$ cat src/stats_pkg.sv
package stats_pkg;

   // status bus geometry
   localparam int STATUS_AWIDTH  = 30;
   localparam int STAT_SEL_WIDTH = 4;   // region select, top address bits
   localparam int REG_IDX_WIDTH  = 8;   // register index, low address bits
   localparam int DATA_WIDTH     = 32;

   // statistics sources and increment size
   localparam int NUM_SOURCES = 4;
   localparam int INCR_WIDTH  = 16;

   // register map
   localparam logic [STAT_SEL_WIDTH-1:0] TOP_REG  = 4'd2;    // region of this block
   localparam logic [REG_IDX_WIDTH-1:0]  REG_CTRL = 8'd255;  // control register

   // one counter increment from a source
   typedef struct packed {
      logic                     valid;
      logic [REG_IDX_WIDTH-1:0] reg_idx;
      logic [INCR_WIDTH-1:0]    incr;
   } stats_rec_t;

   // registered status bus request after region decode
   typedef struct packed {
      logic                     rd;
      logic                     wr;
      logic                     hit;      // select field equals TOP_REG
      logic [REG_IDX_WIDTH-1:0] reg_idx;
      logic [DATA_WIDTH-1:0]    wdata;
   } status_req_t;

endpackage

$ cat src/status_decode.sv
`timescale 1ns/1ns

module status_decode (
   input  logic                                 clk_status,
   input  logic                                 rst_n_i,
   input  logic [stats_pkg::STATUS_AWIDTH-1:0]  status_addr_i,
   input  logic                                 status_read_i,
   input  logic                                 status_write_i,
   input  logic [stats_pkg::DATA_WIDTH-1:0]     status_writedata_i,
   output stats_pkg::status_req_t               req_o
);
   import stats_pkg::*;

   logic [STAT_SEL_WIDTH-1:0] addr_sel;   // region field of the address
   logic                      sel_hit;

   logic                      rd_q;
   logic                      wr_q;
   logic                      hit_q;
   logic [REG_IDX_WIDTH-1:0]  idx_q;
   logic [DATA_WIDTH-1:0]     wdata_q;

   assign addr_sel = status_addr_i[STATUS_AWIDTH-1 -: STAT_SEL_WIDTH];
   assign sel_hit  = (addr_sel == TOP_REG);

   // strobes and region match
   always_ff @(posedge clk_status or negedge rst_n_i) begin
      if (!rst_n_i) begin
         rd_q  <= 1'b0;
         wr_q  <= 1'b0;
         hit_q <= 1'b0;
      end else begin
         rd_q  <= status_read_i;
         wr_q  <= status_write_i;
         hit_q <= sel_hit;
      end
   end

   // address index and write data, qualified later by the strobes
   always_ff @(posedge clk_status) begin
      idx_q   <= status_addr_i[REG_IDX_WIDTH-1:0];
      wdata_q <= status_writedata_i;
   end

   assign req_o = '{
      rd:      rd_q,
      wr:      wr_q,
      hit:     hit_q,
      reg_idx: idx_q,
      wdata:   wdata_q
   };

endmodule

$ cat config.mk
export PLATFORM = sky130hd
export DESIGN_NAME = status_decode
export DESIGN_NICKNAME = d
export VERILOG_FILES = /design/src/stats_pkg.sv /design/src/status_decode.sv
export SDC_FILE = /design/constraint.sdc
export NUM_CORES = 1
export LEC_CHECK = 0
export ABC_CLOCK_PERIOD_IN_PS = 1000
export BUFFER_PORTS_ARGS = -buffer_cell sky130_fd_sc_hd__buf_2
export CORE_ASPECT_RATIO = 1.4
export CORE_MARGIN = 2
export CORE_UTILIZATION = 33
export DETAILED_ROUTE_END_ITERATION = 10
export GPL_ROUTABILITY_DRIVEN = 1
export PLACE_DENSITY = 0.82
export SYNTH_ARGS = -nofsm -noshare
export SYNTH_HDL_FRONTEND = slang
export SYNTH_SLANG_ARGS = --single-unit
$ cat constraint.sdc
create_clock -name clk_status -period 1 [get_ports clk_status]
set_input_delay 0.1 -clock clk_status [delete_from_list [all_inputs] [get_ports clk_status]]
set_output_delay 0.1 -clock clk_status [all_outputs]
set_load 0.02 [all_outputs]
Word level (Yosys, flattened, before mapping). Index checks and enable logic that the tools add are counted.

Register bits: 43. Input port bits: 66. Output and inout bits: 43. Logic and storage cells: 6.

Eq/ne operators: 1.

Operator list (number): $eq 4x2->1 const B (1).

Depth between registers and ports, before layout.
Depth after elaboration: 1. Depth in mapped cells: 1. Mapped depth without buffers: 1.

Worst setup path after synthesis. OpenSTA, ideal clock, no wires.

Path kind: register -> output. Start: register hit_q. End: output port req_o[40] (netlist bit). Arrival: 482 ps. Data required time: 900 ps. Path slack: 418 ps. Stages on the path, launching flop included: 2. Path buffers: 1. Cell sequence: dfrtp_1 -> buf_4.

RTL lines: from (decl) (RTL line status_decode.sv:19) `logic hit_q;`; from (signal assigned) (RTL line status_decode.sv:35) `hit_q <= sel_hit;`; to (decl) (RTL line status_decode.sv:10) `output stats_pkg::status_req_t req_o`.

No word-level cell between the ends.

Final worst setup path.
Start: register rd_q. End: output port req_o[42] (netlist bit).

RTL lines: from (decl) (RTL line status_decode.sv:17) `logic rd_q;`; from (signal assigned) (RTL line status_decode.sv:33) `rd_q <= status_read_i;`.

No word-level cell between the ends.

==> impl_results.md <==
* TritonRoute pass-1 iters at 3
* Worst hold slack at 22.8 ps
* Final worst path period share at 96.6%
* CTS Root Cell: clkbuf_4
* Multi-input logic area at 15.0 um^2
* Critical Path, Cell by Cell: buf_6
* Mapped Area at 913 um^2
* Layout area overhead at 115%
* CORE AREA at 0.00264 mm^2
* Critical path startpoint category: flip-flop
* Port buffer count at 90
* Max-cap violation count at 0
* Peak VDD IR at 1.28 mV
* Antenna Cells at 0
* Placed cell area at 0.00139 mm^2
* Avg Cell Area, Syn at 19.4 um^2
* Final hold vios at 0
* Total gr overflow at 0
* I/O pin cnt at 109
* Crit path capture type: output pin
* Design area at 0.00197 mm^2
* WP buf/inv at 1
* Largest delay share family, worst path: flip-flops
* Largest net degree at the start of global routing at 15
* Cell count after placement at 170
* Cell Pwr Density at 1770 mW/mm^2
* Syn nets at 113
* GR Util All Layers at 17.7%
* Top cell type's share of synthesized area at 87.7%
* Register bit total from synthesis at 43
* Max Fclk at 1040 MHz
* Initial antenna violation count at 0
* Row count at 22
* Leakage at 0.980 nW
* Kind of critical path: flip-flop to output pin
* CP Max Fanout at 1
* Post-DP HPWL at 1.45 mm
* Min Tclk post-route at 966 ps
* Sequential share of the synthesized area at 95.9%
* Fin cells at 224
* Longest Clk Path Bufs at 2
* Chip height at 66.3 um
* Vias in the first global route at 912
* Slew Limit Fails at 0
* Fillcell total at 190
* Initial Utilization at 34.6%
* Layout cells sized above 1 at 52.7%
* Synth area leader: dfxtp_1
* Final #Nets at 253
* Worst Path Required at 900 ps
* Vias at 872
* Worst Tran Pin Value at 175 ps
* Final setup vio count at 0
* Starting DRC count in detailed routing at 13
* Post-Route WL at 2.88 mm
* YS warnings at 0
* Mapped Cells at 47
* Critical path data arrival time at 870 ps
* First-pass GRT wire length at 3.93 mm
* Worst-path clk slew at 110 ps
* Final ANT Viol Nets at 0
* Distinct cells, synth at 4
* # DRC at 0
* H-Tree Depth at 2
* TritonCTS clock tree: built
* Worst rel slew slack at 88.3%
* Die X at 48.5 um
* Clock tree sinks at 43
* Worst path max stage delay at 400 ps
* RSZ-0062 raised after global routing: yes
* Clock buffer count from CTS at 5
* Status: completed
* Placer's final routability congestion estimate at 0.650
* DR vias/cell at 3.89
* Ranking of synthesized cells by area: dfxtp_1, dfrtp_1, buf_4
* Wire per inst at 12.8 um
* Total Die Area at 0.00321 mm^2
* Hold Crit Class: input pin to flip-flop
* Total area of sequential cells at 876 um^2
* Post CTS Setup Buffer Count at 0
* Slowest cell on crit path: dfrtp_1
[what timing repair did]
item,CTS,global route
resized for setup,0,7
endpoints found under the hold margin,46,0
setup endpoints to repair,0,4
hold buffers,46,0
[path summary, 6_finish.rpt]
path	slack [ps]	from	depth (start not counted)	endpoint
max in group asynchronous	830	rst_n_i	2	wr_q$_DFF_PN0_
max	30	rd_q$_DFF_PN0_	1	req_o[42]
min in group asynchronous	70	rst_n_i	2	rd_q$_DFF_PN0_
min	20	status_addr_i[27]	2	hit_q$_DFF_PN0_
[placed cells by master (no fill, tap or decap)]
cell | netlist | final
bufinv_16 | 0 | 1
buf_2 | 0 | 86
buf_6 | 0 | 3
clkbuf_16 | 0 | 1
clkbuf_4 | 0 | 5
nor4b_2 | 1 | 1
dfxtp_1 | 40 | 40
dlygate4sd3_1 | 0 | 46
dfrtp_1 | 3 | 3
clkinvlp_4 | 0 | 1
buf_4 | 3 | 1
[cell families after synthesis]
family,synth area share [%]
simple gates,1.64
flops,95.9
buf+inv,2.47
[through the flow]
step                worst slack [ps]  setup TNS, ps  power [mW]  utilization [%]
floorplan                        418              0        1.99                -
global placement                 413              0        2.15             52.5
detailed placement               415              0        2.16             52.5
CTS                             23.0              0        3.49             73.7
global route                   -18.2          -23.9        3.62             74.5
finish                          34.1              0        3.48             74.5
[area by class of cell]
| class | instances | area share [%] |
|---|---|---|
| clock inverter | 2 | 1.91 |
| sequential | 43 | 44.5 |
| timing repair buffer | 136 | 47.4 |
| tap | 36 | 2.29 |
| multi-input combinational | 1 | 0.763 |
| clock buffer | 6 | 3.18 |
[synthesized netlist by cell type]
cell / number
buf_4: 3
dfrtp_1: 3
dfxtp_1: 40
nor4b_2: 1
[state kept, by name, summed over array words and instances (netlist names)]
name	count
idx_q	8
rd_q	1
hit_q	1
wdata_q	32
wr_q	1
[power breakdown]
part / switching, mW / internal, mW / total, mW
logic: 0.202 / 0.249 / 0.451
registers: 0.0230 / 1.80 / 1.83
clock network: 0.519 / 0.677 / 1.20
total: 0.745 / 2.73 / 3.48
[metal layers]
layer	global-route usage (%)	up-vias	part of all wire [%]
met5	0	-	0
li1	-	422	-
met3	4.75	7	6.0
met2	37.8	51	64
met1	13.4	392	28
met4	10.7	0	2.3
Note: power is estimated with default switching activity, not from simulation.
