===== config.mk =====
export PLATFORM = sky130hd
export DESIGN_NAME = status_readback
export DESIGN_NICKNAME = d
export VERILOG_FILES = /design/src/stats_pkg.sv /design/src/status_readback.sv
export SDC_FILE = /design/constraint.sdc
export NUM_CORES = 1
export LEC_CHECK = 0
export ABC_AREA = 1
export BUFFER_PORTS_ARGS = -buffer_cell sky130_fd_sc_hd__buf_2
export CAP_MARGIN = 10
export CORE_MARGIN = 3
export CORE_UTILIZATION = 35
export DETAILED_ROUTE_END_ITERATION = 8
export PLACE_DENSITY = 0.61
export SYNTH_ARGS = -nofsm -noshare
export SYNTH_HDL_FRONTEND = slang
export SYNTH_SLANG_ARGS = --single-unit

===== constraint.sdc =====
create_clock -name clk_status -period 0.9 [get_ports clk_status]
set_input_delay 0.09 -clock clk_status [delete_from_list [all_inputs] [get_ports clk_status]]
set_output_delay 0.09 -clock clk_status [all_outputs]
set_load 0.05 [all_outputs]

===== src/stats_pkg.sv =====
package stats_pkg;

   // status bus geometry
   localparam int STATUS_AWIDTH  = 30;
   localparam int STAT_SEL_WIDTH = 4;   // region select, top address bits
   localparam int REG_IDX_WIDTH  = 8;   // register index, low address bits
   localparam int DATA_WIDTH     = 32;

   // statistics sources and increment size
   localparam int NUM_SOURCES = 4;
   localparam int INCR_WIDTH  = 16;

   // register map
   localparam logic [STAT_SEL_WIDTH-1:0] TOP_REG  = 4'd2;    // region of this block
   localparam logic [REG_IDX_WIDTH-1:0]  REG_CTRL = 8'd255;  // control register

   // one counter increment from a source
   typedef struct packed {
      logic                     valid;
      logic [REG_IDX_WIDTH-1:0] reg_idx;
      logic [INCR_WIDTH-1:0]    incr;
   } stats_rec_t;

   // registered status bus request after region decode
   typedef struct packed {
      logic                     rd;
      logic                     wr;
      logic                     hit;      // select field equals TOP_REG
      logic [REG_IDX_WIDTH-1:0] reg_idx;
      logic [DATA_WIDTH-1:0]    wdata;
   } status_req_t;

endpackage


===== src/status_readback.sv =====
`timescale 1ns/1ns

module status_readback (
   input  logic                                 clk_status,
   input  logic                                 rst_n_i,
   input  stats_pkg::status_req_t               req_i,
   output logic [stats_pkg::REG_IDX_WIDTH-1:0]  rd_idx_o,
   input  logic [stats_pkg::DATA_WIDTH-1:0]     cnt_data_i,
   output logic [stats_pkg::DATA_WIDTH-1:0]     status_readdata_o,
   output logic                                 status_readdata_valid_o
);
   import stats_pkg::*;

   logic [DATA_WIDTH-1:0] ctrl_q;     // control register
   logic                  is_ctrl;
   logic                  rd_hit;
   logic                  wr_hit;

   assign rd_idx_o = req_i.reg_idx;   // counter bank answers this cycle
   assign is_ctrl  = (req_i.reg_idx == REG_CTRL);
   assign rd_hit   = req_i.rd && req_i.hit;
   assign wr_hit   = req_i.wr && req_i.hit;

   always_ff @(posedge clk_status or negedge rst_n_i) begin
      if (!rst_n_i) begin
         status_readdata_valid_o <= 1'b0;
         ctrl_q                  <= '0;
      end else begin
         status_readdata_valid_o <= rd_hit;   // single cycle pulse
         if (wr_hit) begin
            // any other index in the region clears control
            ctrl_q <= is_ctrl ? req_i.wdata : '0;
         end
      end
   end

   // read sees control value before a same-cycle write
   always_ff @(posedge clk_status) begin
      if (rd_hit) begin
         status_readdata_o <= is_ctrl ? ctrl_q : cnt_data_i;
      end
   end

endmodule


---- Word-level counts from Yosys, hierarchy flattened ----
Index checks and enable logic that the tools add are counted.
storage, ports and cells
  bits in registers ....................... 65
  input port bits ......................... 77
  logic and storage cells ................. 8
operators by class
  equality and inequality tests ........... 1
  mux-type cells .......................... 2
  reductions and logical operators ........ 2
operators by type and width
  kind                                   count
  two-way mux 32 bit                     2
  == test 8 bit (second input constant)  1
  logical AND 1 bit                      2

---- Longest topological paths before layout ----
  word-level depth ........................ 2
  mapped depth ............................ 6

---- Worst setup path before layout ----
Ideal clock, no wire load.
  path kind ............................... input-to-reg
  start ................................... input port req_i[42] (netlist name)
  end ..................................... register status_readdata_o[0] (netlist name) (enable)
  library setup time ...................... 0.387 ns
  arrival ................................. 0.773 ns
  data required time ...................... 0.513 ns
  path slack .............................. -0.260 ns
  stages .................................. 2
  cell sequence ........................... nand2_1 > inv_1
on the way
  longest elaborated chain between the ends .. 1
ends and longest elaborated chain
  element               RTL line               RTL
  from (decl)           status_readback.sv:6   input stats_pkg::status_req_t req_i,
  logical AND 1 bit     status_readback.sv:21  assign rd_hit = req_i.rd && req_i.hit;
  named net rd_hit      status_readback.sv:16  logic rd_hit;
  to (signal assigned)  status_readback.sv:40  status_readdata_o <= is_ctrl ? ctrl_q : cnt_data_i;
  to (decl)             status_readback.sv:9   output logic [stats_pkg::DATA_WIDTH-1:0] status_readdata_o,
The timed path passes the listed nets, and every way through them passes these cells.
A chain may end at the register's enable or synchronous reset.

---- Worst setup path in the final report ----
  start ................................... register status_readdata_o[25] (netlist name)
  end ..................................... output port status_readdata_o[25] (netlist name)
No word-level cell between the ends.

==> summary.txt <==
Timing
  • Slew Limit Fails: 0
  • Worst slew pin tran: 345.2 ps
  • Final Cycle Share: 1.115
  • Crit path time final: 1004 ps
  • Clock Skews: 11.30 ps
  • Final hold viol count: 0
  • Final setup margin: -103.8 ps
  • Final setup vio count: 33
  • Fmax: 0.9962 GHz
  • Setup TNS after final layout: -2289 ps
  • RSZ-0062 raised after global routing: true
  • Slew margin rel.: 0.7699

Job
  • Max Cap Viol: 0

Critical path
  • CP required: 810 ps
  • Critical path cell sequence: buf_6
  • Slowest stage delay, CP: 410 ps
  • Crit Path Max Fanout: 1
  • CP arrival: 910 ps
  • Worst path top cell family by delay: flip-flops
  • Crit-path slowest cell: edfxtp_1
  • Worst Path Class, Setup: reg2out
  • Setup crit end kind: output port
  • R2R setup slack: 140 ps
  • Worst path bufs/invs: 1
  • Worst Setup Start Kind: flip-flop

Clocking
  • Clock sinks: 65
  • Clk root buf: clkbuf_8
  • Worst skew pair latency: 330 ps
  • CTS Buf Count: 9
  • Max H-tree Level: 3
  • TritonCTS clock tree: yes
  • Clock-pin slew on the worst setup and hold paths: 80 ps
  • Clock Path Buffers: 2

Placement
  • Post-DP HPWL: 4864 um
  • RD Place Congestion: 0.7736
  • Pre-CTS WS: -185.6 ps
  • Port buffer count: 117

Power and ir drop
  • Leakage: 2.285 nW
  • Peak supply drop: 0.6474 mV
  • Power Density: 1623 nW/um2

Floorplanning
  • Core ar.: 8382 um2
  • Effective utilization at floorplan: 0.3674
  • # IOs: 118
  • Die ar.: 9959 um2
  • Chip height: 99.80 um
  • DIE WIDTH: 99.80 um
  • Row Count: 33

Route
  • Drt via density: 4.522
  • Drc violations: 0
  • WL/cell: 11.87 um
  • DR vias: 2650
  • First-pass iteration count of the detailed router: 4
  • DR iter-0 viols: 110
  • Final ANT Viol Nets: 0
  • WL final: 6954 um

Synthesis
  • Unique cell type count in the Yosys netlist: 11
  • Post-synthesis cell count: 362
  • Post-Syn Area: 3079 um2
  • Synthesized area per cell: 8.506 um2
  • Warnings, synthesis: 0
  • Seq/Total Area, Yosys: 0.5803
  • Synthesized flop and latch total: 65
  • Synthesized net count: 439

Layout
  • Synth-to-Final Area Change: 37.55%
  • Fillers: 821
  • Layout Nets: 553
  • Most frequent cells in the layout: nand2_1, buf_2, nand3_1
  • Fraction of layout instances using a drive strength above 1: 0.3119
  • Commonest non-fill, non-tap cell in the layout: nand2_1
  • End-of-flow core utilization: 0.5053
  • ANT cells: 0

Global route
  • Initial antenna violation count: 0
  • Grt total ovfl: 0
  • Vias in the first global route: 2549
  • Tot GR Track Use: 0.1460
  • Largest net degree at the start of global routing: 59
  • First-pass GRT wire length: 11720 um

Status
  • Failing checks: setup timing
  • Status: complete, but fails checks

Min path
  • Worst hold path class: in2reg
[worst paths after layout]
| check | to | cells after the start | start |
|---|---|---|---|
| max | status_readdata_o[25] | 1 | status_readdata_o[25]$_DFFE_PP_ |
| min | status_readdata_o[13]$_DFFE_PP_ | 3 | cnt_data_i[13] |
| max reg2reg | status_readdata_o[22]$_DFFE_PP_ | 2 | ctrl_q[22]$_DFFE_PN0P_ |
| min reg2reg | ctrl_q[15]$_DFFE_PN0P_ | 2 | ctrl_q[15]$_DFFE_PN0P_ |
| max in group asynchronous | ctrl_q[0]$_DFFE_PN0P_ | 3 | rst_n_i |
| min in group asynchronous | ctrl_q[23]$_DFFE_PN0P_ | 3 | rst_n_i |
[tightest hold or removal path: stages]
cell and delay [ps]:
buf_2 70, nand2_1 40, nand2_1 40
[cell type report]
type | instances | area (um2) | area share
Clock inverter | 4 | 43.79 | 0.01034
Timing Repair Buffer | 134 | 1012 | 0.2390
Sequential cell | 65 | 1787 | 0.4219
Tap cell | 105 | 131.4 | 0.03102
Multi-Input combinational cell | 233 | 988.4 | 0.2334
Clock buffer | 12 | 145.1 | 0.03427
Inverter | 33 | 127.6 | 0.03013
[through the flow]
stage	power [W]	area (um2)	cells	hold slack, ps
global route	0.007170	4235	586	2.590
global placement	0.004398	3820	568	57.30
floorplan	0.004016	3099	362	-205.6
detailed placement	0.004406	3820	568	67.09
CTS	0.006978	4235	586	0.2121
finish	0.006875	4235	586	12.44
[routing by layer]
metal  up-vias  global-route usage  wire length (um)
met5         -                   0                 0
met4         0             0.04412                65
met3         8             0.04239               441
met2        72              0.2483              3435
met1      1215              0.1795              3012
li1       1355                   -                 -
[cell families after synthesis]
logic type / count (synthesis) / synth area share
buffers and inverters: 64 / 0.1073
flip-flops: 65 / 0.5803
AND/OR/NAND/NOR: 233 / 0.3125
[where the power goes]
part | switching, W | internal (W)
clock network | 0.00106 | 0.00134
logic | 0.000748 | 0.000440
registers | 0.0000477 | 0.00324
[cells in the mapped netlist]
library cell / number / area, um2
clkbuf_1: 3 / 11.26
buf_2: 6 / 30.03
nand2_1: 134 / 503.0
edfxtp_1: 32 / 960.9
nor2_1: 32 / 120.1
buf_4: 22 / 165.2
dfrtp_1: 33 / 825.8
nand2_2: 1 / 6.260
nand3_1: 64 / 320.3
nor2_2: 2 / 12.51
inv_1: 33 / 123.9
[state kept, by name, indices dropped and copies added (netlist names)]
name                     flops
status_readdata_o           32
status_readdata_valid_o      1
ctrl_q                      32
[repair_timing]
action	in CTS	in global routing
hold endpoints to repair	34	0
endpoints found under the setup margin	33	33
resized for setup	66	0
hold buffers	2	0
buffers inserted	0	0
gates cloned	0	0
Power figures use the tool's default switching activity.
