===== src/stats_pkg.sv =====
package stats_pkg;

   // status bus geometry
   localparam int STATUS_AWIDTH  = 30;
   localparam int STAT_SEL_WIDTH = 4;   // region select, top address bits
   localparam int REG_IDX_WIDTH  = 8;   // register index, low address bits
   localparam int DATA_WIDTH     = 32;

   // statistics sources and increment size
   localparam int NUM_SOURCES = 4;
   localparam int INCR_WIDTH  = 16;

   // register map
   localparam logic [STAT_SEL_WIDTH-1:0] TOP_REG  = 4'd2;    // region of this block
   localparam logic [REG_IDX_WIDTH-1:0]  REG_CTRL = 8'd255;  // control register

   // one counter increment from a source
   typedef struct packed {
      logic                     valid;
      logic [REG_IDX_WIDTH-1:0] reg_idx;
      logic [INCR_WIDTH-1:0]    incr;
   } stats_rec_t;

   // registered status bus request after region decode
   typedef struct packed {
      logic                     rd;
      logic                     wr;
      logic                     hit;      // select field equals TOP_REG
      logic [REG_IDX_WIDTH-1:0] reg_idx;
      logic [DATA_WIDTH-1:0]    wdata;
   } status_req_t;

endpackage


===== src/stats_fifo.sv =====
`timescale 1ns/1ns

module stats_fifo #(
   parameter int FIFO_DEPTH = 4
) (
   input  logic                   clk_status,
   input  logic                   rst_n_i,
   input  logic                   push_i,
   input  stats_pkg::stats_rec_t  rec_i,
   input  logic                   pop_i,
   output stats_pkg::stats_rec_t  rec_o,
   output logic                   empty_o
);
   import stats_pkg::*;

   localparam int PTR_W = (FIFO_DEPTH > 1) ? $clog2(FIFO_DEPTH) : 1;

   localparam logic [PTR_W-1:0] LAST_PTR = PTR_W'(FIFO_DEPTH - 1);
   localparam logic [PTR_W:0]   FULL_CNT = (PTR_W + 1)'(FIFO_DEPTH);

   stats_rec_t       mem [FIFO_DEPTH];   // record storage
   logic [PTR_W-1:0] wr_ptr;
   logic [PTR_W-1:0] rd_ptr;
   logic [PTR_W:0]   count;               // entries held
   logic             full;

   assign full    = (count == FULL_CNT);
   assign empty_o = (count == '0);
   assign rec_o   = mem[rd_ptr];          // head of queue

   always_ff @(posedge clk_status) begin
      if (push_i) begin
         mem[wr_ptr] <= rec_i;
      end
   end

   always_ff @(posedge clk_status or negedge rst_n_i) begin
      if (!rst_n_i) begin
         wr_ptr <= '0;
         rd_ptr <= '0;
         count  <= '0;
      end else begin
         if (push_i) begin
            wr_ptr <= (wr_ptr == LAST_PTR) ? '0 : wr_ptr + 1'b1;
         end
         if (pop_i) begin
            rd_ptr <= (rd_ptr == LAST_PTR) ? '0 : rd_ptr + 1'b1;
         end
         case ({push_i, pop_i})
            2'b10:   count <= count + 1'b1;
            2'b01:   count <= count - 1'b1;
            default: count <= count;        // idle or push with pop
         endcase
      end
   end

   // sources have no back-pressure, depth must cover their burst rate
   a_no_overflow: assert property (
      @(posedge clk_status) disable iff (!rst_n_i)
      push_i |-> !full
   ) else $error("stats_fifo: push while full");

   // arbiter must only pick a queue that holds a record
   a_no_underflow: assert property (
      @(posedge clk_status) disable iff (!rst_n_i)
      pop_i |-> !empty_o
   ) else $error("stats_fifo: pop while empty");

endmodule


===== src/stats_merge.sv =====
`timescale 1ns/1ns

module stats_merge #(
   parameter int FIFO_DEPTH = 4
) (
   input  logic                   clk_status,
   input  logic                   rst_n_i,
   input  stats_pkg::stats_rec_t  stats_in_i [stats_pkg::NUM_SOURCES],
   output stats_pkg::stats_rec_t  rec_o
);
   import stats_pkg::*;

   localparam int SRC_W = (NUM_SOURCES > 1) ? $clog2(NUM_SOURCES) : 1;

   stats_rec_t               fifo_rec [NUM_SOURCES];  // queue heads
   logic [NUM_SOURCES-1:0]   fifo_empty;
   logic [NUM_SOURCES-1:0]   pop;

   logic [SRC_W-1:0]         last_q;       // source served most recently
   logic [SRC_W-1:0]         grant;
   logic                     grant_vld;

   logic                     out_vld_q;
   logic [REG_IDX_WIDTH-1:0] out_idx_q;
   logic [INCR_WIDTH-1:0]    out_incr_q;

   // one queue per source
   for (genvar g = 0; g < NUM_SOURCES; g++) begin : gen_src
      stats_fifo #(
         .FIFO_DEPTH (FIFO_DEPTH)
      ) u_fifo (
         .clk_status (clk_status),
         .rst_n_i    (rst_n_i),
         .push_i     (stats_in_i[g].valid),
         .rec_i      (stats_in_i[g]),
         .pop_i      (pop[g]),
         .rec_o      (fifo_rec[g]),
         .empty_o    (fifo_empty[g])
      );

      assign pop[g] = grant_vld && (grant == SRC_W'(g));
   end

   // round robin search, starting one past the last winner
   always_comb begin
      logic [SRC_W-1:0] cand;
      grant     = last_q;
      grant_vld = 1'b0;
      for (int i = 1; i <= NUM_SOURCES; i++) begin
         cand = SRC_W'((int'(last_q) + i) % NUM_SOURCES);
         if (!grant_vld && !fifo_empty[cand]) begin
            grant     = cand;
            grant_vld = 1'b1;
         end
      end
   end

   always_ff @(posedge clk_status or negedge rst_n_i) begin
      if (!rst_n_i) begin
         out_vld_q <= 1'b0;
         last_q    <= SRC_W'(NUM_SOURCES - 1);  // source 0 goes first
      end else begin
         out_vld_q <= grant_vld;
         if (grant_vld) begin
            last_q <= grant;
         end
      end
   end

   always_ff @(posedge clk_status) begin
      if (grant_vld) begin
         out_idx_q  <= fifo_rec[grant].reg_idx;
         out_incr_q <= fifo_rec[grant].incr;
      end
   end

   assign rec_o = '{valid: out_vld_q, reg_idx: out_idx_q, incr: out_incr_q};

   // every forwarded record was popped from a queue whose head held a stored record
   a_out_from_pop: assert property (
      @(posedge clk_status) disable iff (!rst_n_i)
      rec_o.valid |-> $past(|pop && fifo_rec[grant].valid)
   ) else $error("stats_merge: output record without a valid popped entry");

endmodule


===== config.mk =====
export PLATFORM = sky130hd
export DESIGN_NAME = stats_merge
export DESIGN_NICKNAME = d
export VERILOG_FILES = /design/src/stats_pkg.sv /design/src/stats_fifo.sv /design/src/stats_merge.sv
export SDC_FILE = /design/constraint.sdc
export NUM_CORES = 1
export LEC_CHECK = 0
export BUFFER_PORTS_ARGS = -buffer_cell sky130_fd_sc_hd__buf_2
export CAP_MARGIN = 15
export CELL_PAD_IN_SITES_DETAIL_PLACEMENT = 0
export CELL_PAD_IN_SITES_GLOBAL_PLACEMENT = 1
export CORE_ASPECT_RATIO = 0.6
export CORE_MARGIN = 3
export CORE_UTILIZATION = 45
export DETAILED_ROUTE_END_ITERATION = 8
export GPL_ROUTABILITY_DRIVEN = 1
export PLACE_DENSITY_LB_ADDON = 0.12
export SETUP_SLACK_MARGIN = 0.5
export SYNTH_ARGS = -nofsm -noshare
export SYNTH_HDL_FRONTEND = slang
export SYNTH_SLANG_ARGS = --single-unit

===== constraint.sdc =====
create_clock -name clk_status -period 7.8 [get_ports clk_status]
set_input_delay 1.95 -clock clk_status [delete_from_list [all_inputs] [get_ports clk_status]]
set_output_delay 1.95 -clock clk_status [all_outputs]
set_load 0.01 [all_outputs]

Word level (Yosys, flattened, before mapping)
Memories as Yosys holds them, arrays and structs flattened.
Cells that the tools add are included.
W data, S select, Z words.

word-level totals
  memories kept = 4
  output and inout bits = 25
  word-level logic and storage cells = 125
  register bits after elaboration = 55
  memory bits (writable) = 400

memories
  memory                 words  width  read ports  clocked after memory_dff  wr ports  RTL line          source
  gen_src[0].u_fifo.mem  4      25     1           0                         1         stats_fifo.sv:21  stats_rec_t mem [FIFO_DEPTH];
  gen_src[1].u_fifo.mem  4      25     1           0                         1         stats_fifo.sv:21
  gen_src[2].u_fifo.mem  4      25     1           0                         1         stats_fifo.sv:21
  gen_src[3].u_fifo.mem  4      25     1           0                         1         stats_fifo.sv:21

operators by class
  muxes and demuxes = 39
  order comparisons = 5
  bitwise operators = 1
  add/subtract/negate cells = 20
  equal/unequal tests = 19
  reduce and logical (&&, ||, !) cells = 21

operator list
  operator               count
  $bmux W25 S2           1
  $mux W24               2
  $eq A2 B2 Y1 const B   14
  $mux W2                12
  $pmux W3 S2            4
  $add A2 B1 Y2 const B  10
  $mux W1                16
  $add A3 B1 Y3 const B  4
  $logic_not A3 Y1       4
  $lt A2 B3 Y1 const B   4
  $sub A3 B1 Y3 const B  4
  $eq A2 B1 Y1 const B   5
  $bmux W1 S2            4
  $reduce_bool A2 Y1     4
  $logic_and A1 B1 Y1    7
  $logic_not A1 Y1       5
  $add A2 B2 Y2 const B  2
  $ge A3 B3 Y1 const B   1
  $not A2 Y3             1
  $logic_not A2 Y1       1

Logic depth before layout (Yosys ltp)
Gate-level depths: netlist of run 1.

  depth after elaboration = 16
  mapped depth = 12

Hierarchy
From an unflattened synthesis of run 1, not the netlist that was laid out.

second synthesis, totals
  cell total of the unflattened synthesis = 804
  area total of the unflattened synthesis = 17993.5 um^2

modules (own cells, without submodules)
  module                               cells an instance  sequential area each (um^2)  instances  area an instance (um^2)
  stats_fifo at gen_src[0].u_fifo ...  168                3178.0                       3          4067.7
  stats_fifo at gen_src[3].u_fifo      169                3178.0                       1          4066.4
  stats_merge                          131                798.3                        1          1724.2

Worst setup path after synthesis of run 1
Ideal clock, no wire load.

  kind = input -> register
  start = input stats_in_i[74] in the netlist's numbering
  end = register gen_src[1].u_fifo.count[2]
  arrival = 3.024 ns
  path buffers = 0
  setup slack = 4.697 ns
  stages = 7
  path through = inv_1 -> ha_1 -> inv_1 -> fa_1 -> xor2_1 -> nor2_1 -> xor2_1

on the way
  longest elaborated chain between the ends = 2

ends and longest elaborated chain
  item                                               RTL line          source
  from (decl)                                        stats_merge.sv:8  input stats_pkg::stats_rec_t stats_in_i [stats_pkg::NUM_SOURCES],
  $eq A2 B1 Y1 or $eq A2 B2 Y1 (tied branches)       stats_fifo.sv:49  case ({push_i, pop_i})
  $pmux W3 S2 or $reduce_bool A2 Y1 (tied branches)  -
  to (signal assigned)                               stats_fifo.sv:50  2'b10: count <= count + 1'b1;
  to (signal assigned)                               stats_fifo.sv:51  2'b01: count <= count - 1'b1;
  to (signal assigned)                               stats_fifo.sv:52  default: count <= count;
  to (decl)                                          stats_fifo.sv:24  logic [PTR_W:0] count;

Several ways; a longest one is shown, not always the timed one.
A chain may end at the register's enable or synchronous reset.

Final worst setup path of run 1
  start = register out_incr_q[15]
  end = output rec_o[15] in the netlist's numbering

RTL lines
  item                    RTL line           source
  from (decl)             stats_merge.sv:25  logic [INCR_WIDTH-1:0] out_incr_q;
  from (signal assigned)  stats_merge.sv:73  out_incr_q <= fifo_rec[grant].incr;
  to (decl)               stats_merge.sv:9   output stats_pkg::stats_rec_t rec_o

No word-level cell between the ends.

==> results.txt, run 1 <==
- The flow ran to the end, and the final reports show no timing, DRC or antenna violations.
- Hold WC Path Type: flip-flop to flip-flop
- CTS saw 439 sinks.
- Synth cell count leaders: sky130_fd_sc_hd__edfxtp_1 (408), sky130_fd_sc_hd__mux4_2 (96), sky130_fd_sc_hd__o21ai_0 (54), sky130_fd_sc_hd__dfrtp_1 (29), sky130_fd_sc_hd__inv_1 (26)
- The number of gates resized after CTS was 0.
- Detailed placement ended at an HPWL of 27.2 mm.
- Synthesis inferred 439 register bits.
- Share of layout cells above drive strength 1: 32.1%
* Total wire length: 40.0 mm
- Average cell area after synthesis: 20.1 um^2
- RR Endpoint: out_idx_q[4]
- Once layout is complete, the cells apart from fillers number 1559.
* Inserted Diodes: 0
* Number of synthesized flops with an enable pin: 408
* Cts bufs inserted: 42
* Via count of the first global-routing pass: 8590
* Maximum level of the CTS H-tree: 2
* Critical path, cell by cell: buf_2
* Post-placement setup slack: 4.39 ns
- Post-CTS setup-driven buffer insertion count: 0
- Clock slew at the register clock pins of the worst setup and hold paths: 0.07 ns
* Total buffers and inverters traversed by the critical path: 1
* Power density of the placed cells: 410 nW/um^2
- During synthesis, Yosys emitted a total of 0 warnings.
- Including well taps, the total number of placed cells is 1480.
- The worst pin sits at a relative slew slack of 21.8%.
- Post-Synth Simple-Gate Area: 2.42%
- For flop-to-flop paths, the worst setup slack is 4.69 ns.
- The floorplan step defined a core boundary enclosing 38000 um^2.
- Complex-gate fraction of the synthesized area: 4.95%
* CP top delay family: flip-flops
* Stage delay of the slowest cell on the critical path: 0.46 ns
- Final clock period utilization by the worst path: 40.3%
* Drt first-iter violations: 880
* Worst EP arrival: 1.19 ns
* Cell count of the worst reg-to-reg path: 4
- STA classifies the critical path startpoint as a flip-flop.
* Final estimated routing congestion in global placement: 0.763
- Most area-hungry cell type in the Yosys netlist: sky130_fd_sc_hd__edfxtp_1
- End point of the most critical hold path: gen_src[3].u_fifo.count[2]
- In the routed design, unresolved DRC markers number 0.
- Hold_sp: gen_src[3].u_fifo.count[2]
* Area share of the largest cell type after synthesis: 70.2%
- Hold buffer count at cts: 0
- Input and output buffers added on the ports amount to 126.
* Setup ws final: 4.66 ns
- Setup repair after global routing missed its margin: false
- The floorplan has 55 rows.
- STA classifies the critical path endpoint as an output pin.
* MaxCap Viol Count: 0
* Final Hold Fails: 0
* Number of vias per cell after detailed routing: 5.67
* Synthesized-area fraction occupied by adder cells: 2.18%
- Summed over all failing endpoints, the final setup total negative slack is 0 ns.
* Xor and xnor area share after synthesis: 0.602%
* Die Area: 41300 um^2
- Post-DRT Antenna Nets: 0
* Post-synthesis instance area: 17400 um^2
* I/O pins: 127
- From synthesis to final layout, the design area changed by 15.2%.
- On the final layout, the worst clock skew is 0.0158 ns.
- By area the synthesized netlist is led by sky130_fd_sc_hd__edfxtp_1 (70%), sky130_fd_sc_hd__mux4_2 (12%), sky130_fd_sc_hd__dfrtp_1 (4.2%).
- Count of final max-slew check failures: 0
* Largest driver fanout on the critical path: 1
* Leakage: 0.00683 uW
- The floorplan step set the die height to 159 um.
* Mapped Cells: 870
- For this run, the leading register cell type out of synthesis is sky130_fd_sc_hd__edfxtp_1.
- Wire length of the first global-routing pass: 58.8 mm
- Multiplexer cells account for 13.0% of the synthesized area.
- Combinational family with the most area after synthesis: multiplexers
- Slowest cell on the critical path: sky130_fd_sc_hd__edfxtp_1
- Setup violations, final: 0
* Final layout net count: 1142
- Overall global routing resource usage: 19.8%
- Initial cell density of the core: 45.9%
* Category of the critical setup timing path: flip-flop to output pin
- The root buffer cell chosen for the clock tree is sky130_fd_sc_hd__clkbuf_16.
- FFs w/ async S/R, synth: 7.06%
- Distinct cells, synth: 40
* Detailed-route via count: 8833
- Fin crit period: 3.14 ns
- Worst vdd rail ir drop: 0.000242 V
- Required time worst endpoint: 5.85 ns
* Gr ovfl total: 0
* Top-count cell post-synth: sky130_fd_sc_hd__edfxtp_1
- Die outline width: 260 um
- Worst R2R Start: gen_src[2].u_fifo.count[1]
- WL/cell: 25.7 um
- Clk_lat worst skew: 0.55 ns
- Sequential cells were found to cover 74.7% of the synthesized design area.
* Net count after synthesis: 1000
- Worst slew pin tran: 1.17 ns
* Clock tree from TritonCTS: built
* Maximum number of pins on one net before global-route repair: 50
- The initial antenna violation count is 1.
- TritonRoute pass-1 iters: 5
- No sink is reached through more buffers than the 3 on the longest clock path.
- Max Fclk: 318 MHz
- Worst hold stages: 1
-- registers in the layout, indices dropped and copies added, names as in the netlist --
name and count:
out_incr_q 16, gen_src.u_fifo.count 12, gen_src.u_fifo.rd_ptr 8, last_q 2, out_idx_q 8, out_vld_q 1, gen_src.u_fifo.mem 384, gen_src.u_fifo.wr_ptr 8
-- layer usage --
layer / wire [um] / GRT usage [%] / vias to the layer above
li1: - / - / 3870
met1: 19700 / 32.6 / 4626
met2: 17100 / 27.1 / 287
met3: 2570 / 3.96 / 50
met4: 634 / 4.24 / 0
met5: 0 / 0 / -
-- kinds of logic after synthesis --
logic type | count (synthesis)
xor+xnor | 12
compound gates | 124
simple gates | 81
mux | 105
flops | 439
buf+inv | 81
fa+ha+maj | 28
-- power breakdown --
group	switching [uW]	internal (uW)	total, uW
registers	218	3160	3380
logic	1680	1090	2770
clock network	866	1220	2080
total	2770	5470	8230
-- layout by cell type, fill, tap and decap left out, types with 2 or more instances in the layout --
cell type / n
sky130_fd_sc_hd__a211oi_2: 2
sky130_fd_sc_hd__a21oi_1: 5
sky130_fd_sc_hd__a311oi_1: 24
sky130_fd_sc_hd__a32oi_1: 24
sky130_fd_sc_hd__and2_1: 16
sky130_fd_sc_hd__buf_2: 126
sky130_fd_sc_hd__buf_4: 26
sky130_fd_sc_hd__bufinv_16: 6
sky130_fd_sc_hd__clkbuf_1: 5
sky130_fd_sc_hd__clkbuf_16: 43
sky130_fd_sc_hd__clkinv_1: 7
sky130_fd_sc_hd__clkinv_2: 11
sky130_fd_sc_hd__clkinvlp_4: 2
sky130_fd_sc_hd__dfrtp_1: 29
sky130_fd_sc_hd__dfstp_2: 2
sky130_fd_sc_hd__edfxtp_1: 408
sky130_fd_sc_hd__fa_1: 4
sky130_fd_sc_hd__ha_1: 24
sky130_fd_sc_hd__inv_1: 26
sky130_fd_sc_hd__inv_6: 2
sky130_fd_sc_hd__mux2_2: 8
sky130_fd_sc_hd__mux4_2: 96
sky130_fd_sc_hd__nand2_1: 10
sky130_fd_sc_hd__nand3_1: 25
sky130_fd_sc_hd__nor2_1: 14
sky130_fd_sc_hd__nor3_1: 3
sky130_fd_sc_hd__o21ai_0: 54
sky130_fd_sc_hd__o21ai_1: 7
sky130_fd_sc_hd__or2_2: 2
sky130_fd_sc_hd__or3_1: 7
sky130_fd_sc_hd__xnor2_1: 4
sky130_fd_sc_hd__xor2_1: 8
-- area by class of cell --
type / count / area [um^2]
clock inverter: 30 / 323
sequential: 439 / 13000
inverter: 26 / 97.6
clock buffer: 48 / 1090
tap: 513 / 642
timing repair buffer: 153 / 853
fill: 3032 / 17900
multi-input combinational: 350 / 4050
-- worst max-delay path by stage --
stage	from	cells past startpoint	slack (ns)	endpoint
3_3_place_gp	stats_in_i[74]	8	4.44	gen_src[1].u_fifo.count[2]
2_1_floorplan	stats_in_i[74]	7	4.70	gen_src[1].u_fifo.count[2]
3_5_place_dp	stats_in_i[74]	8	4.39	gen_src[1].u_fifo.count[2]
6_report	out_incr_q[15]	1	4.66	rec_o[15]
5_1_grt	gen_src[2].u_fifo.count[1]	4	4.52	out_idx_q[2]
4_1_cts	out_incr_q[15]	1	4.63	rec_o[15]
-- per-stage QoR --
| stage | cell area (um^2) | utilization [%] | power [uW] | hold slack [ns] |
|---|---|---|---|---|
| finish | 20100 | 52.9 | 8230 | 0.491 |
| global route | 20100 | 52.9 | 8670 | 0.513 |
| CTS | 20100 | 52.8 | 8300 | 0.492 |
| detailed placement | 18600 | 49.1 | 6210 | 0.478 |
| global placement | 18600 | 49.1 | 6190 | 0.483 |
| floorplan | 17400 | - | 5250 | 0.456 |
Power figures use the tool's default switching activity.
==> run 2: changes to the inputs <==
Settings changed: ABC_AREA from default to 1.
Clock period 7.8 ns to 3.13 ns, I/O delays scaled along.
==> run 2 against run 1 <==
Effect of this change: total power grew to 3.0 times the previous value; sequential cell count unchanged; synthesized area is 2.8% higher; critical path type is now flip-flop to flip-flop; sequential share of layout area is 3.1 points lower; synthesized cell count up 64%; critical endpoint is now gen_src[2].u_fifo.count[2]; via count up 29%; clock-buffer cell count is 5 higher; clock power rose by 140%; sequential power grew 150%; die area grew 2.7%; first-iteration DRC count is 45% higher; largest power group is now combinational cells.
==> results.txt, run 2 <==
* Commonest non-fill, non-tap cells in the layout: sky130_fd_sc_hd__edfxtp_1 (408), sky130_fd_sc_hd__nand2_1 (322), sky130_fd_sc_hd__buf_2 (126), sky130_fd_sc_hd__o21ai_0 (106), sky130_fd_sc_hd__nor2_1 (104)
- Detailed-route via count: 11.4k
* Initial cell density of the core: 46.6%
* Final Hold Fails: 0
- Fin crit period: 2.76 ns
- Excluding fillers, the count of instances in the completed layout stands at 2122.
- For the pin with the worst max-slew slack, the measured transition is 0.843 ns.
- Sink count of the clock tree: 439
- MaxCap Viol Count: 0
* Design Area, Final: 21100 um^2
- Across the routed clock network, the largest skew measured is 0.0140 ns.
- STA classifies the critical path endpoint as a flip-flop.
* Mapped Cells: 1428
* Area post-placement: 19200 um^2
- Die outline width: 264 um
- Number of antenna violations at the first check in global routing: 3
* Register area share after synthesis: 72.7%
- The run finished with clean final reports.
- The H-tree was split into 2 levels.
* Cell count of the worst reg-to-reg path: 16
- The largest registers in the layout are gen_src.u_fifo.mem x384, out_incr_q x16, gen_src.u_fifo.count x12.
- Drt first-iter violations: 1275
- TritonRoute pass-1 iters: 5
- The synthesized design contains 408 enable-type register cells.
- Of the total power, the share spent switching nets is 40.7%.
* Setup repair after global routing missed its margin: true
- Clock root buffer: sky130_fd_sc_hd__clkbuf_16
- Among all flip-flop cells after synthesis, the most frequent one is sky130_fd_sc_hd__edfxtp_1.
* Cell total after placement: 2017
- Maximum number of pins on one net before global-route repair: 54
- Per report_power, the sequential group accounts for 34.5% of the total.
- Slew margin rel.: 43.8%
- Wire length of the first global-routing pass: 67.1 mm
- Count of final max-slew check failures: 0
* Post-placement setup slack: 0.235 ns
- Combinational logic is responsible for 45.1% of the overall power.
* Die Y: 161 um
* Overall global routing resource usage: 20.7%
- The share of synthesized area in the top cell type comes to 68.3%.
- Most area-hungry cell type in the Yosys netlist: sky130_fd_sc_hd__edfxtp_1
- Cell internal power was estimated by the tool at 14400 uW.
* Via count of the first global-routing pass: 10.7k
- Average cell area after synthesis: 12.6 um^2
- Biggest area contributors in the synthesized netlist: sky130_fd_sc_hd__edfxtp_1 (68%), sky130_fd_sc_hd__nand2_1 (7.0%), sky130_fd_sc_hd__dfrtp_1 (4.0%)
* I/O pins: 127
- The congestion estimate from routability-driven global placement came to 0.781.
- HPWL after detailed placement: 28.4 mm
- Final clock period utilization by the worst path: 88.0%
* Synth cell count leaders: sky130_fd_sc_hd__edfxtp_1 (408), sky130_fd_sc_hd__nand2_1 (333), sky130_fd_sc_hd__o21ai_0 (112), sky130_fd_sc_hd__nor2_1 (108), sky130_fd_sc_hd__nand3_1 (90)
- WL/cell: 21.1 um
- Yosys mapped the design onto 28 distinct sky130hd cell types.
- The Yosys step of the flow raised 0 warnings.
* Setup violations, final: 0
* Setup TNS: 0 ns
- Leakage: 0.00797 uW
- CP Launch Type: flip-flop
- CTS Buffer Depth: 3
- In the final design database the tool counted 1705 nets.
- Post-synthesis register bit count: 439
- DRC viols: 0
- The floorplan step defined a die boundary enclosing 42400 um^2.
- The synthesized netlist occupies a cell area of 17900 um^2.
- The tightest min-delay check is of the input pin to async pin type.
* Top-count cell post-synth: sky130_fd_sc_hd__edfxtp_1
- Along the worst path, the maximum fanout reaches 5.
- The register with the most flip-flops in the final layout is gen_src.u_fifo.mem.
* Max Fclk: 363 MHz
* Worst R2R Start: last_q[1]
* Area used by multi-input combinational logic: 4670 um^2
* FFs w/ async S/R, synth: 7.06%
* Power density of the placed cells: 1150 nW/um^2
- After detailed routing, the total wire length is 44.8 mm.
* Net Sw Power: 9900 uW
- Once routing completed, OpenROAD measured the worst setup slack at 0.375 ns.
- Share of layout cells above drive strength 1: 19.8%
* Clock slew at the register clock pins of the worst setup and hold paths: 0.07 ns
- In this run the core area contains 55 standard-cell rows.
- Clock group share of total power: 20.4%
* Number of vias per cell after detailed routing: 5.38
- Most common cell after layout, fill and taps aside: sky130_fd_sc_hd__edfxtp_1
- The detail route stage leaves a number of antenna-violating nets equal to 0.
* Gr ovfl total: 0
- Category of the critical setup timing path: flip-flop to flip-flop
- Clk_lat worst skew: 0.54 ns
- The area growth from synthesis to layout is 17.7%.
- The number of nets in the synthesized netlist is 1558.
- Number of input and output port buffers inserted: 126
- Hold buffer count at cts: 0
- TritonCTS built the clock tree.
* Worst vdd rail ir drop: 0.00112 V
- Registers take 13000 um^2.
* Worst EP arrival: 3.18 ns
- Summing internal, switching and leakage power gives 24300 uW.
* Cts bufs inserted: 42
* Fill cell total of the finished layout: 3262
* Floorplan Core Area: 38500 um^2
* Required time worst endpoint: 3.55 ns
* Flip-flop count of the largest register, all copies and words added: 384
* Start point of the critical path: last_q[1]
run 2: cell count changes after synthesis, sizes merged, moves of 29 or more:
cell | previous run | this run
inv | 26 | 55
nor2 | 15 | 110
o21ai | 62 | 112
a21oi | 6 | 53
a32o | 0 | 48
o22ai | 0 | 48
nand3 | 25 | 94
mux4 | 96 | 0
clkbuf | 21 | 65
nand2 | 10 | 337
run 2: logic make-up after synthesis:
logic type	after synthesis	share of synthesized area, %
adders and majority gates	28	2.12
xor gates and xnor gates	8	0.391
buffers and inverters	143	3.36
DFF	439	72.7
AOI/OAI and AO/OA	263	9.04
and+or+nand+nor	547	12.4
run 2: cell type report:
type	count	area share [%]
multi-input combinational	846	22.1
antenna	1	0.0119
clock inverter	24	0.783
timing repair buffer	191	5.72
clock buffer	53	5.48
sequential	439	61.8
inverter	55	1.06
tap	513	3.04
run 2: worst max-delay path, stage by stage (launching register included):
cell and delay [ns]:
sky130_fd_sc_hd__dfstp_2 0.63, sky130_fd_sc_hd__inv_4 0.09, sky130_fd_sc_hd__nand2_8 0.09, sky130_fd_sc_hd__nand2_8 0.06, sky130_fd_sc_hd__nand3_4 0.12, sky130_fd_sc_hd__nand2_4 0.07, sky130_fd_sc_hd__nor2_4 0.16, sky130_fd_sc_hd__nand3_2 0.13
sky130_fd_sc_hd__nand2_4 0.14, sky130_fd_sc_hd__inv_6 0.05, sky130_fd_sc_hd__nor2_4 0.16, sky130_fd_sc_hd__ha_4 0.15, sky130_fd_sc_hd__inv_2 0.05, sky130_fd_sc_hd__fa_2 0.36, sky130_fd_sc_hd__a21oi_2 0.16, sky130_fd_sc_hd__o21ai_2 0.07
sky130_fd_sc_hd__xnor2_1 0.13
run 2: layer usage:
metal	track usage (%)	routed length, um
met2	28.6	18900
met5	0	0
met3	3.55	2590
met1	33.8	22400
met4	4.95	838
run 2: final timing paths:
kind                                                     end  slack [ns]
worst max-delay path              gen_src[2].u_fifo.count[2]        0.37
worst min-delay path             gen_src[0].u_fifo.wr_ptr[0]        0.34
worst max register to register    gen_src[2].u_fifo.count[2]        0.37
worst min register to register    gen_src[3].u_fifo.count[0]        0.47
max in group asynchronous         gen_src[3].u_fifo.count[2]        2.25
min in group clk_status         gen_src[3].u_fifo.mem[3][15]        0.45
run 2: metrics by stage:
stage,util (%),hold slack (ns)
2_1_floorplan,-,0.446
3_3_place_gp,49.9,0.463
3_5_place_dp,49.9,0.466
4_1_cts,54.0,0.363
5_1_grt,54.8,0.392
6_report,54.8,0.342
run 2: power by group through the flow:
stage                     Clock, uW  Combinational (uW)  Sequential (uW)
after floorplan                   0                6410             8490
after global placement            0                9520             8500
after detailed placement          0                9590             8520
after CTS                      5050               10300             8390
after global routing           5310               12000             8500
final                          4950               11000             8390
run 2: timing repair:
item / 4_1_cts / 5_1_grt
gates resized for setup: 42 / 50
setup endpoints to repair: 7 / 34
buffers inserted: 11 / 16
pin swaps: 16 / 28
gates cloned: 0 / 0
